## config.mk

```make
export PLATFORM = sky130hd
export DESIGN_NAME = ooo_core
export DESIGN_NICKNAME = d
export VERILOG_FILES = /design/src/tomasulo_pkg.sv /design/src/reg_rename_file.sv /design/src/reorder_buffer.sv /design/src/reservation_station.sv /design/src/dispatch_unit.sv /design/src/ooo_core.sv
export SDC_FILE = /design/constraint.sdc
export NUM_CORES = 2
export LEC_CHECK = 0
export BUFFER_PORTS_ARGS = -buffer_cell sky130_fd_sc_hd__buf_4
export CORE_ASPECT_RATIO = 1.5
export CORE_UTILIZATION = 35
export DETAILED_ROUTE_END_ITERATION = 10
export GPL_TIMING_DRIVEN = 0
export PLACE_DENSITY = 0.5
export SYNTH_ARGS = -nofsm -noshare
export SYNTH_HDL_FRONTEND = slang
export SYNTH_SLANG_ARGS = --single-unit
```

## constraint.sdc

```tcl
create_clock -name clk_in -period 11.5 [get_ports clk_in]
set_input_delay 1.15 -clock clk_in [delete_from_list [all_inputs] [get_ports clk_in]]
set_output_delay 1.15 -clock clk_in [all_outputs]
set_load 0.02 [all_outputs]
```

## src/tomasulo_pkg.sv

```systemverilog
// ################################################
// shared widths, depths, index and tag types, ALU op codes
// ################################################
package tomasulo_pkg;

    localparam int XLEN       = 32;   // data word
    localparam int NUM_REGS   = 32;   // architectural regs
    localparam int REG_ADDR_W = 5;    // reg index bits
    localparam int ROB_DEPTH  = 8;    // reorder buffer entries
    localparam int ROB_TAG_W  = 3;    // rename tag bits
    localparam int RS_DEPTH   = 4;    // station entries

    typedef logic [XLEN-1:0]       word_t;
    typedef logic [REG_ADDR_W-1:0] reg_idx_t;
    typedef logic [ROB_TAG_W-1:0]  rob_tag_t;   // rob slot, doubles as rename tag

    // RV32I integer ALU operations
    typedef enum logic [3:0] {
        ADD  = 4'd0,
        SUB  = 4'd1,
        SLL  = 4'd2,
        SLT  = 4'd3,
        SLTU = 4'd4,
        XOR  = 4'd5,
        SRL  = 4'd6,
        SRA  = 4'd7,
        OR   = 4'd8,
        AND  = 4'd9
    } alu_op_e;

endpackage

```

## src/reg_rename_file.sv

```systemverilog
// ################################################
// register file with busy flags and rename tags
// ################################################
`timescale 1ns/10ps

module reg_rename_file
    import tomasulo_pkg::*;
(
    input  logic     clk_in,
    input  logic     rst_in,
    input  logic     rdy_in,
    input  reg_idx_t rs1,
    input  reg_idx_t rs2,
    output logic     rf1_busy,
    output logic     rf2_busy,
    output word_t    rf1_value,
    output word_t    rf2_value,
    output rob_tag_t rf1_tag,
    output rob_tag_t rf2_tag,
    input  logic     alloc,
    input  reg_idx_t alloc_rd,
    input  rob_tag_t alloc_tag,
    input  logic     commit_valid,
    input  reg_idx_t commit_rd,
    input  rob_tag_t commit_tag,
    input  word_t    commit_value
);

    word_t    reg_value [NUM_REGS];   // architectural state
    logic     reg_busy  [NUM_REGS];   // waiting on an in-flight producer
    rob_tag_t reg_tag   [NUM_REGS];   // rob slot of latest producer

    // x0 reads as zero and never waits
    assign rf1_busy  = (rs1 != '0) && reg_busy[rs1];
    assign rf2_busy  = (rs2 != '0) && reg_busy[rs2];
    assign rf1_value = (rs1 == '0) ? '0 : reg_value[rs1];
    assign rf2_value = (rs2 == '0) ? '0 : reg_value[rs2];
    assign rf1_tag   = reg_tag[rs1];
    assign rf2_tag   = reg_tag[rs2];

    always_ff @(posedge clk_in)
    begin
        if (rst_in)
        begin
            for (int i = 0; i < NUM_REGS; i++)
            begin
                reg_value[i] <= '0;
                reg_busy[i]  <= 1'b0;
                reg_tag[i]   <= '0;
            end
        end
        else if (rdy_in)
        begin
            if (commit_valid && (commit_rd != '0))
            begin
                reg_value[commit_rd] <= commit_value;
                if (reg_tag[commit_rd] == commit_tag)   // only the latest producer frees it
                begin
                    reg_busy[commit_rd] <= 1'b0;
                end
            end
            // a rename at the same edge overrides the busy clear above
            if (alloc && (alloc_rd != '0))
            begin
                reg_busy[alloc_rd] <= 1'b1;
                reg_tag[alloc_rd]  <= alloc_tag;
            end
        end
    end

endmodule

```

## src/reorder_buffer.sv

```systemverilog
// ################################################
// reorder buffer: circular in-order commit queue, forwarding lookup
// ################################################
`timescale 1ns/10ps

module reorder_buffer
    import tomasulo_pkg::*;
(
    input  logic     clk_in,
    input  logic     rst_in,
    input  logic     rdy_in,
    input  logic     alloc,
    input  reg_idx_t alloc_rd,
    output rob_tag_t rob_tail,
    output logic     rob_full,
    input  rob_tag_t lookup1_tag,
    input  rob_tag_t lookup2_tag,
    output logic     fwd1_ready,
    output logic     fwd2_ready,
    output word_t    fwd1_value,
    output word_t    fwd2_value,
    input  logic     cdb_valid,
    input  rob_tag_t cdb_tag,
    input  word_t    cdb_value,
    output logic     commit_valid,
    output reg_idx_t commit_rd,
    output rob_tag_t commit_tag,
    output word_t    commit_value
);

    reg_idx_t           rob_rd    [ROB_DEPTH];   // destination per slot
    logic               rob_ready [ROB_DEPTH];   // result has arrived
    word_t              rob_value [ROB_DEPTH];
    rob_tag_t           head;                    // oldest in flight
    rob_tag_t           tail;                    // next free slot
    logic [ROB_TAG_W:0] count;                   // occupancy, 0..ROB_DEPTH
    logic               retire;
    logic               commit_pending;          // held across a pause

    assign rob_tail = tail;
    assign rob_full = (count == ROB_DEPTH);
    assign retire   = (count != '0) && rob_ready[head];

    // ready flag stays set after retire until the slot is reused,
    // so a register still tagged here in the commit cycle forwards fine
    assign fwd1_ready = rob_ready[lookup1_tag];
    assign fwd2_ready = rob_ready[lookup2_tag];
    assign fwd1_value = rob_value[lookup1_tag];
    assign fwd2_value = rob_value[lookup2_tag];

    assign commit_valid = commit_pending & rdy_in;   // no pulse while paused

    always_ff @(posedge clk_in)
    begin
        if (rst_in)
        begin
            head           <= '0;
            tail           <= '0;
            count          <= '0;
            commit_pending <= 1'b0;
            for (int i = 0; i < ROB_DEPTH; i++)
            begin
                rob_ready[i] <= 1'b0;
            end
        end
        else if (rdy_in)
        begin
            commit_pending <= retire;   // one-cycle pulse per retired head
            if (alloc)
            begin
                rob_ready[tail] <= 1'b0;
                tail            <= tail + 1'b1;   // wraps at depth
            end
            if (cdb_valid)
            begin
                rob_ready[cdb_tag] <= 1'b1;   // never the slot being allocated
            end
            if (retire)
            begin
                head <= head + 1'b1;
            end
            count <= count + (alloc ? 1'b1 : 1'b0) - (retire ? 1'b1 : 1'b0);
        end
    end

    // payload side, no reset
    always_ff @(posedge clk_in)
    begin
        if (rdy_in)
        begin
            if (alloc)
            begin
                rob_rd[tail] <= alloc_rd;
            end
            if (cdb_valid)
            begin
                rob_value[cdb_tag] <= cdb_value;
            end
            if (retire)
            begin
                commit_rd    <= rob_rd[head];
                commit_tag   <= head;
                commit_value <= rob_value[head];
            end
        end
    end

endmodule

```

## src/reservation_station.sv

```systemverilog
// ################################################
// reservation station: operand capture, oldest-ready issue, ALU
// ################################################
`timescale 1ns/10ps

module reservation_station
    import tomasulo_pkg::*;
(
    input  logic     clk_in,
    input  logic     rst_in,
    input  logic     rdy_in,
    input  logic     alloc,
    input  alu_op_e  alloc_op,
    input  rob_tag_t alloc_tag,
    input  logic     src1_ready,
    input  logic     src2_ready,
    input  word_t    src1_value,
    input  word_t    src2_value,
    input  rob_tag_t src1_tag,
    input  rob_tag_t src2_tag,
    output logic     rs_full,
    output logic     cdb_valid,
    output rob_tag_t cdb_tag,
    output word_t    cdb_value
);

    logic [RS_DEPTH-1:0] ent_valid;
    logic [RS_DEPTH-1:0] ent_rdy1;
    logic [RS_DEPTH-1:0] ent_rdy2;
    logic [RS_DEPTH-1:0] ent_older [RS_DEPTH];   // bit j set: entry j is older
    alu_op_e             ent_op    [RS_DEPTH];
    rob_tag_t            ent_tag   [RS_DEPTH];   // destination rob slot
    word_t               ent_val1  [RS_DEPTH];
    word_t               ent_val2  [RS_DEPTH];
    rob_tag_t            ent_tag1  [RS_DEPTH];   // producer tags while waiting
    rob_tag_t            ent_tag2  [RS_DEPTH];
    logic [RS_DEPTH-1:0] exec_ready;
    logic [RS_DEPTH-1:0] sel_oh;                 // one-hot, oldest ready
    logic [RS_DEPTH-1:0] free_oh;                // one-hot, lowest free slot
    logic                sel_any;
    alu_op_e             sel_op;
    rob_tag_t            sel_tag;
    word_t               sel_a;
    word_t               sel_b;
    logic                cdb_pending;

    function automatic word_t alu_calc(input alu_op_e op, input word_t a, input word_t b);
        case (op)
            ADD:     return a + b;
            SUB:     return a - b;
            SLL:     return a << b[4:0];   // low 5 bits shift
            SLT:     return word_t'($signed(a) < $signed(b));
            SLTU:    return word_t'(a < b);
            XOR:     return a ^ b;
            SRL:     return a >> b[4:0];
            SRA:     return word_t'($signed(a) >>> b[4:0]);
            OR:      return a | b;
            AND:     return a & b;
            default: return a + b;
        endcase
    endfunction

    assign exec_ready = ent_valid & ent_rdy1 & ent_rdy2;
    assign rs_full    = &ent_valid;
    assign sel_any    = |sel_oh;
    assign cdb_valid  = cdb_pending & rdy_in;   // hidden during a pause

    always_comb
    begin
        free_oh = '0;
        sel_oh  = '0;
        sel_op  = ADD;
        sel_tag = '0;
        sel_a   = '0;
        sel_b   = '0;
        for (int i = RS_DEPTH - 1; i >= 0; i--)   // lowest index ends up winning
        begin
            if (!ent_valid[i])
            begin
                free_oh = '0;
                free_oh[i] = 1'b1;
            end
        end
        for (int i = 0; i < RS_DEPTH; i++)
        begin
            sel_oh[i] = exec_ready[i] && !(|(exec_ready & ent_older[i]));   // none older ready
            if (sel_oh[i])
            begin
                sel_op  = ent_op[i];
                sel_tag = ent_tag[i];
                sel_a   = ent_val1[i];
                sel_b   = ent_val2[i];
            end
        end
    end

    always_ff @(posedge clk_in)
    begin
        if (rst_in)
        begin
            ent_valid   <= '0;
            ent_rdy1    <= '0;
            ent_rdy2    <= '0;
            cdb_pending <= 1'b0;
            for (int i = 0; i < RS_DEPTH; i++)
            begin
                ent_older[i] <= '0;
            end
        end
        else if (rdy_in)
        begin
            cdb_pending <= sel_any;
            for (int i = 0; i < RS_DEPTH; i++)
            begin
                if (sel_oh[i])
                begin
                    ent_valid[i] <= 1'b0;   // leaves for the ALU
                end
                // snoop own bus for waiting operands
                if (ent_valid[i] && !ent_rdy1[i] && cdb_valid && (ent_tag1[i] == cdb_tag))
                begin
                    ent_rdy1[i] <= 1'b1;
                end
                if (ent_valid[i] && !ent_rdy2[i] && cdb_valid && (ent_tag2[i] == cdb_tag))
                begin
                    ent_rdy2[i] <= 1'b1;
                end
                if (alloc && free_oh[i])
                begin
                    ent_valid[i] <= 1'b1;
                    ent_rdy1[i]  <= src1_ready;
                    ent_rdy2[i]  <= src2_ready;
                    ent_older[i] <= ent_valid;   // everyone present is older
                end
                else if (alloc)
                begin
                    ent_older[i] <= ent_older[i] & ~free_oh;   // newcomer is younger
                end
            end
        end
    end

    // payload and bus data, no reset
    always_ff @(posedge clk_in)
    begin
        if (rdy_in)
        begin
            if (sel_any)
            begin
                cdb_tag   <= sel_tag;
                cdb_value <= alu_calc(sel_op, sel_a, sel_b);
            end
            for (int i = 0; i < RS_DEPTH; i++)
            begin
                if (alloc && free_oh[i])
                begin
                    ent_op[i]   <= alloc_op;
                    ent_tag[i]  <= alloc_tag;
                    ent_val1[i] <= src1_value;
                    ent_val2[i] <= src2_value;
                    ent_tag1[i] <= src1_tag;
                    ent_tag2[i] <= src2_tag;
                end
                else
                begin
                    if (cdb_valid && (ent_tag1[i] == cdb_tag) && !ent_rdy1[i])
                    begin
                        ent_val1[i] <= cdb_value;
                    end
                    if (cdb_valid && (ent_tag2[i] == cdb_tag) && !ent_rdy2[i])
                    begin
                        ent_val2[i] <= cdb_value;
                    end
                end
            end
        end
    end

endmodule

```

## src/dispatch_unit.sv

```systemverilog
// ################################################
// dispatch: back-pressure, accept strobe, operand resolution
// ################################################
`timescale 1ns/10ps

module dispatch_unit
    import tomasulo_pkg::*;
(
    input  logic     rdy_in,
    input  logic     issue_valid,
    input  logic     issue_use_imm,
    input  word_t    issue_imm,
    input  logic     rob_full,
    input  logic     rs_full,
    input  rob_tag_t rob_tail,
    input  logic     rf1_busy,
    input  logic     rf2_busy,
    input  word_t    rf1_value,
    input  word_t    rf2_value,
    input  rob_tag_t rf1_tag,
    input  rob_tag_t rf2_tag,
    input  logic     fwd1_ready,
    input  logic     fwd2_ready,
    input  word_t    fwd1_value,
    input  word_t    fwd2_value,
    input  logic     cdb_valid,
    input  rob_tag_t cdb_tag,
    input  word_t    cdb_value,
    output logic     issue_ready,
    output logic     alloc,
    output rob_tag_t alloc_tag,
    output logic     src1_ready,
    output logic     src2_ready,
    output word_t    src1_value,
    output word_t    src2_value,
    output rob_tag_t src1_tag,
    output rob_tag_t src2_tag
);

    logic cdb_hit1;   // bus carries the producer this cycle
    logic cdb_hit2;

    assign issue_ready = !rob_full && !rs_full;
    assign alloc       = issue_valid && issue_ready && rdy_in;
    assign alloc_tag   = rob_tail;   // new op takes the rob tail

    assign cdb_hit1 = cdb_valid && (cdb_tag == rf1_tag);
    assign cdb_hit2 = cdb_valid && (cdb_tag == rf2_tag);

    // priority: register file, then rob entry, then the bus, else wait on tag
    assign src1_ready = !rf1_busy || fwd1_ready || cdb_hit1;
    assign src1_value = !rf1_busy  ? rf1_value  :
                        fwd1_ready ? fwd1_value : cdb_value;
    assign src1_tag   = rf1_tag;

    // immediate replaces rs2 entirely
    assign src2_ready = issue_use_imm || !rf2_busy || fwd2_ready || cdb_hit2;
    assign src2_value = issue_use_imm ? issue_imm  :
                        !rf2_busy     ? rf2_value  :
                        fwd2_ready    ? fwd2_value : cdb_value;
    assign src2_tag   = issue_use_imm ? '0 : rf2_tag;

endmodule

```

## src/ooo_core.sv

```systemverilog
// ################################################
// out-of-order core top: rename file, rob, station, dispatch
// ################################################
`timescale 1ns/10ps

module ooo_core
    import tomasulo_pkg::*;
(
    input  logic     clk_in,
    input  logic     rst_in,
    input  logic     rdy_in,        // pause when low
    input  logic     issue_valid,
    input  logic     issue_use_imm,
    input  alu_op_e  issue_op,
    input  reg_idx_t issue_rs1,
    input  reg_idx_t issue_rs2,
    input  reg_idx_t issue_rd,
    input  word_t    issue_imm,
    output logic     issue_ready,
    output logic     commit_valid,
    output reg_idx_t commit_rd,
    output word_t    commit_value
);

    logic     alloc;
    rob_tag_t alloc_tag;
    logic     rob_full;
    logic     rs_full;
    rob_tag_t rob_tail;
    logic     rf1_busy, rf2_busy;
    word_t    rf1_value, rf2_value;
    rob_tag_t rf1_tag, rf2_tag;
    logic     fwd1_ready, fwd2_ready;
    word_t    fwd1_value, fwd2_value;
    logic     src1_ready, src2_ready;
    word_t    src1_value, src2_value;
    rob_tag_t src1_tag, src2_tag;
    logic     cdb_valid;             // result broadcast
    rob_tag_t cdb_tag;
    word_t    cdb_value;
    rob_tag_t commit_tag;            // for the rename tag match

    dispatch_unit u_dispatch (
        .rdy_in, .issue_valid, .issue_use_imm, .issue_imm,
        .rob_full, .rs_full, .rob_tail,
        .rf1_busy, .rf2_busy, .rf1_value, .rf2_value, .rf1_tag, .rf2_tag,
        .fwd1_ready, .fwd2_ready, .fwd1_value, .fwd2_value,
        .cdb_valid, .cdb_tag, .cdb_value,
        .issue_ready, .alloc, .alloc_tag,
        .src1_ready, .src2_ready, .src1_value, .src2_value, .src1_tag, .src2_tag
    );

    reg_rename_file u_regs (
        .clk_in, .rst_in, .rdy_in,
        .rs1(issue_rs1), .rs2(issue_rs2),
        .rf1_busy, .rf2_busy, .rf1_value, .rf2_value, .rf1_tag, .rf2_tag,
        .alloc, .alloc_rd(issue_rd), .alloc_tag,
        .commit_valid, .commit_rd, .commit_tag, .commit_value
    );

    reorder_buffer u_rob (
        .clk_in, .rst_in, .rdy_in,
        .alloc, .alloc_rd(issue_rd), .rob_tail, .rob_full,
        .lookup1_tag(rf1_tag), .lookup2_tag(rf2_tag),   // follow the rename tags
        .fwd1_ready, .fwd2_ready, .fwd1_value, .fwd2_value,
        .cdb_valid, .cdb_tag, .cdb_value,
        .commit_valid, .commit_rd, .commit_tag, .commit_value
    );

    reservation_station u_rs (
        .clk_in, .rst_in, .rdy_in,
        .alloc, .alloc_op(issue_op), .alloc_tag,
        .src1_ready, .src2_ready, .src1_value, .src2_value, .src1_tag, .src2_tag,
        .rs_full, .cdb_valid, .cdb_tag, .cdb_value
    );

endmodule

```

==> impl_metrics.py <==
metrics = {
    "run_status": {
        "status": "complete, but fails checks",
        "failed_checks": "max-capacitance violations, max-slew violations",
    },
    "timing": {
        "rsz0062_at_grt": "no",
        "post-route-min-period_ps": 10310,
        "finalSetupTns_ps": 0,
        "fin_crit_sh_pct": 89.7,
        "fmax_mhz": 97.0,
        "worstMarginPinSlew_ps": 1540,
        "slew_headroom_pct": -2.40,
        "maxSlewViolCount": 43,
        "setup_violations": 0,
        "finalHoldViolCount": 0,
        "finalClockSkew_ps": 74.5,
    },
    "synthesis": {
        "synthTopCellsByCount": "edfxtp_1 (1815), and2_1 (1093), mux4_2 (810), nor2_1 (662), clkbuf_1 (550)",
        "synth-seq-area-share_pct": 52.0,
        "yosys_warnings": 0,
        "syn_area_per_cell_um2": 13.2,
        "synth_ff_type": "edfxtp_1",
        "yosys.area_share.adder_pct": 1.28,
        "synth-async-reset-ratio_pct": 0,
        "synthTopCellsByArea": "edfxtp_1 (51%), mux4_2 (17%), and2_1 (6.4%)",
        "synthCells": 8107,
        "synth-simple-area-share_pct": 12.4,
        "synth_seq_cells": 1882,
        "synth_top_family_by_area": "multiplexers",
        "muxShareOfSynthArea_pct": 22.9,
        "ys_types": 91,
        "synth-edff-count": 1815,
        "yosysMostFrequentCell": "edfxtp_1",
        "synth_compound_area_share_pct": 7.29,
        "synthXorXnorAreaFrac_pct": 0.538,
        "synth.top_cell.area_share_pct": 50.8,
        "synth_area_um2": 107000,
        "synth_area_leader_cell": "edfxtp_1",
    },
    "cts": {
        "cts_resized": 0,
        "cts_made_buffers": 191,
        "cts.sinks": 1882,
        "clkTransAtPathRegs_ps": 70,
        "htreeDepth": 4,
        "cts_hold_buf": 0,
        "post_cts_buffers": 0,
        "cts_tree": "built",
        "insertion_delay_ps": 890,
        "cts_buffer_depth": 4,
        "clockRootBuffer": "clkbuf_16",
    },
    "routing": {
        "drc": 0,
        "wl_per_cell_um": 37.7,
        "route.antenna.remaining_nets": 0,
        "wirelength_mm": 478,
        "vias": 76000,
        "drt-initial-drc-count": 7591,
        "first_pass_iters": 8,
        "routed_via_density": 5.99,
    },
    "min_path": {
        "min_delay_path_depth": 0,
        "min_from": "u_rob.head[2]",
        "whs_endpoint": "u_rob.commit_tag[2]",
        "hold_class": "reg -> reg",
    },
    "critical_path": {
        "worstSetupStartpointType": "register",
        "rrSetupSlack_ps": 1190,
        "required_ps": 12170,
        "critPathKind": "reg -> reg",
        "r2r_start": "u_rs.ent_valid[3]",
        "r2r_end": "u_rs.cdb_value[31]",
        "critPathMaxFanout": 10,
        "worst-r2r-cell-count": 24,
        "end_kind": "register",
        "arrival_ps": 10980,
    },
    "global_routing": {
        "grt_overflow": 0,
        "antenna_found_initial": 27,
        "grt_pass1_vias": 78300,
        "grt_first_pass_wirelength_mm": 644,
        "grt_max_degree": 33,
        "grt_usage_pct": 30.5,
    },
    "final_layout": {
        "fillers": 28800,
        "nNetsFinal": 8686,
        "area_growth_syn_to_layout_pct": 13.1,
        "regArea_um2": 55800,
        "fin_util_pct": 39.9,
        "multiInputGateArea_um2": 48300,
        "drive_gt1_share_pct": 19.8,
        "instances_no_fill": 12700,
    },
    "place": {
        "place_congestion": 1.01,
        "port_buffers": 87,
        "post-dp-hpwl_mm": 377,
        "placedCellCount": 12300,
    },
    "floorplanning": {
        "dieWidth_um": 454,
        "io_pins": 95,
        "coreArea_um2": 305000,
        "die_area_um2": 309000,
        "fp-row-count": 248,
        "die-height_um": 680,
        "start_util_pct": 35.2,
    },
    "job": {
        "max_cap_viol_count": 6,
    },
    "power_and_ir_drop": {
        "leakage_nw": 43.5,
        "power.density_nw_per_um2": 134,
        "irDropWorstVdd_mv": 0.111,
    },
}
## report_power, final
group / total [mW] / switching [mW] / internal, mW / leakage [nW]
sequential: 7.78 / 0.0918 / 7.69 / 18.8
combinational: 1.94 / 1.22 / 0.720 / 21.6
clock: 6.56 / 2.84 / 3.72 / 3.05
total: 16.3 / 4.15 / 12.1 / 43.5
## area by class of cell
class / instances / area share (%)
Antenna cell: 16 / 0.0330
Buffer: 790 / 2.76
Clock buffer: 242 / 4.21
Clock inverter: 96 / 0.922
Inverter: 158 / 0.488
Multi-Input combinational cell: 5311 / 39.8
Sequential cell: 1882 / 46.0
Tap cell: 4000 / 4.12
Timing Repair Buffer: 188 / 1.72
## registers in the layout, summed over array words and instances (netlist names), 32 cells and up, named ones only
name / cells
u_rob.rob_rd: 40
u_rs.cdb_value: 32
u_rs.ent_val2: 128
u_regs.reg_tag: 96
u_rob.rob_value: 256
u_regs.reg_busy: 32
u_rob.commit_value: 32
u_regs.reg_value: 1024
u_rs.ent_val1: 128
## worst max path at each step
stage                               from  cells past startpoint  slack (ps)                      to
floorplan              u_rs.ent_valid[3]                     25        6110      u_rs.cdb_value[30]
global placement                  rdy_in                      3          70  u_rob.rob_value[2][15]
detailed placement  u_rs.ent_older[2][2]                     23        1840       u_rs.cdb_value[0]
CTS                 u_rs.ent_older[2][2]                     23        1750       u_rs.cdb_value[0]
global route           u_rs.ent_valid[3]                     24        1310      u_rs.cdb_value[31]
finish                 u_rs.ent_valid[3]                     24        1190      u_rs.cdb_value[31]
## cell families after synthesis
group                    count (synthesis)
buffers and inverters                  948
AO/OA/AOI/OAI                         1135
adder cells (fa/ha/maj)                108
flip-flops                            1882
multiplexers                          1400
AND/OR/NAND/NOR                       2567
other                                    1
XOR/XNOR                                66
## metal layers
metal | wire length (µm) | share of wire [%] | vias up | GRT usage [%]
met3 | 25900 | 5.4 | 1311 | 4.19
li1 | - | - | 31900 | -
met4 | 45900 | 9.6 | 14 | 24.5
met5 | 94 | 0.020 | - | 0
met1 | 156000 | 33 | 39300 | 31.0
met2 | 250000 | 52 | 3537 | 55.6
## metrics by stage
step	power [mW]	worst slack, ps	hold slack, ps	instance area (µm²)
detailed placement	9.85	1840	445	115000
CTS	16.3	1750	452	121000
finish	16.3	1190	467	121000
global route	16.6	1310	471	121000
global placement	9.81	74.3	455	113000
floorplan	9.04	6110	426	108000
## critical path: stages, from the launching register on
cell and delay (ps):
dfxtp_1 330, buf_2 230, and4b_1 260, nand4_2 470, buf_4 400, clkbuf_1 430
nor2_1 210, a221o_1 180, clkbuf_1 850, clkinv_1 1310, clkbuf_1 690, clkbuf_1 680
ha_1 500, a211oi_1 300, a211oi_1 140, o21a_1 260, a21oi_1 480, o211ai_1 390
buf_4 320, a31oi_1 320, o21bai_1 200, a41o_1 320, a2111oi_0 440, nor4_1 90
a22oi_1 240
## cells in the final DEF (no fill, tap or decap), drive strengths merged, types with 35 or more instances in the layout
cell	instances
clkinv	66
nor2b	48
mux4	820
dfxtp	67
mux2i	401
nor2	663
edfxtp	1815
nor3	132
buf	427
a221o	51
a21o	46
nand2	344
a211oi	133
inv	158
conb	35
mux2	179
and2	1094
a221oi	78
ha	105
xnor2	47
a21oi	349
nand3	149
o211ai	46
clkbuf	793
o21ai	180
No activity file was read; power rests on OpenSTA's default activity.
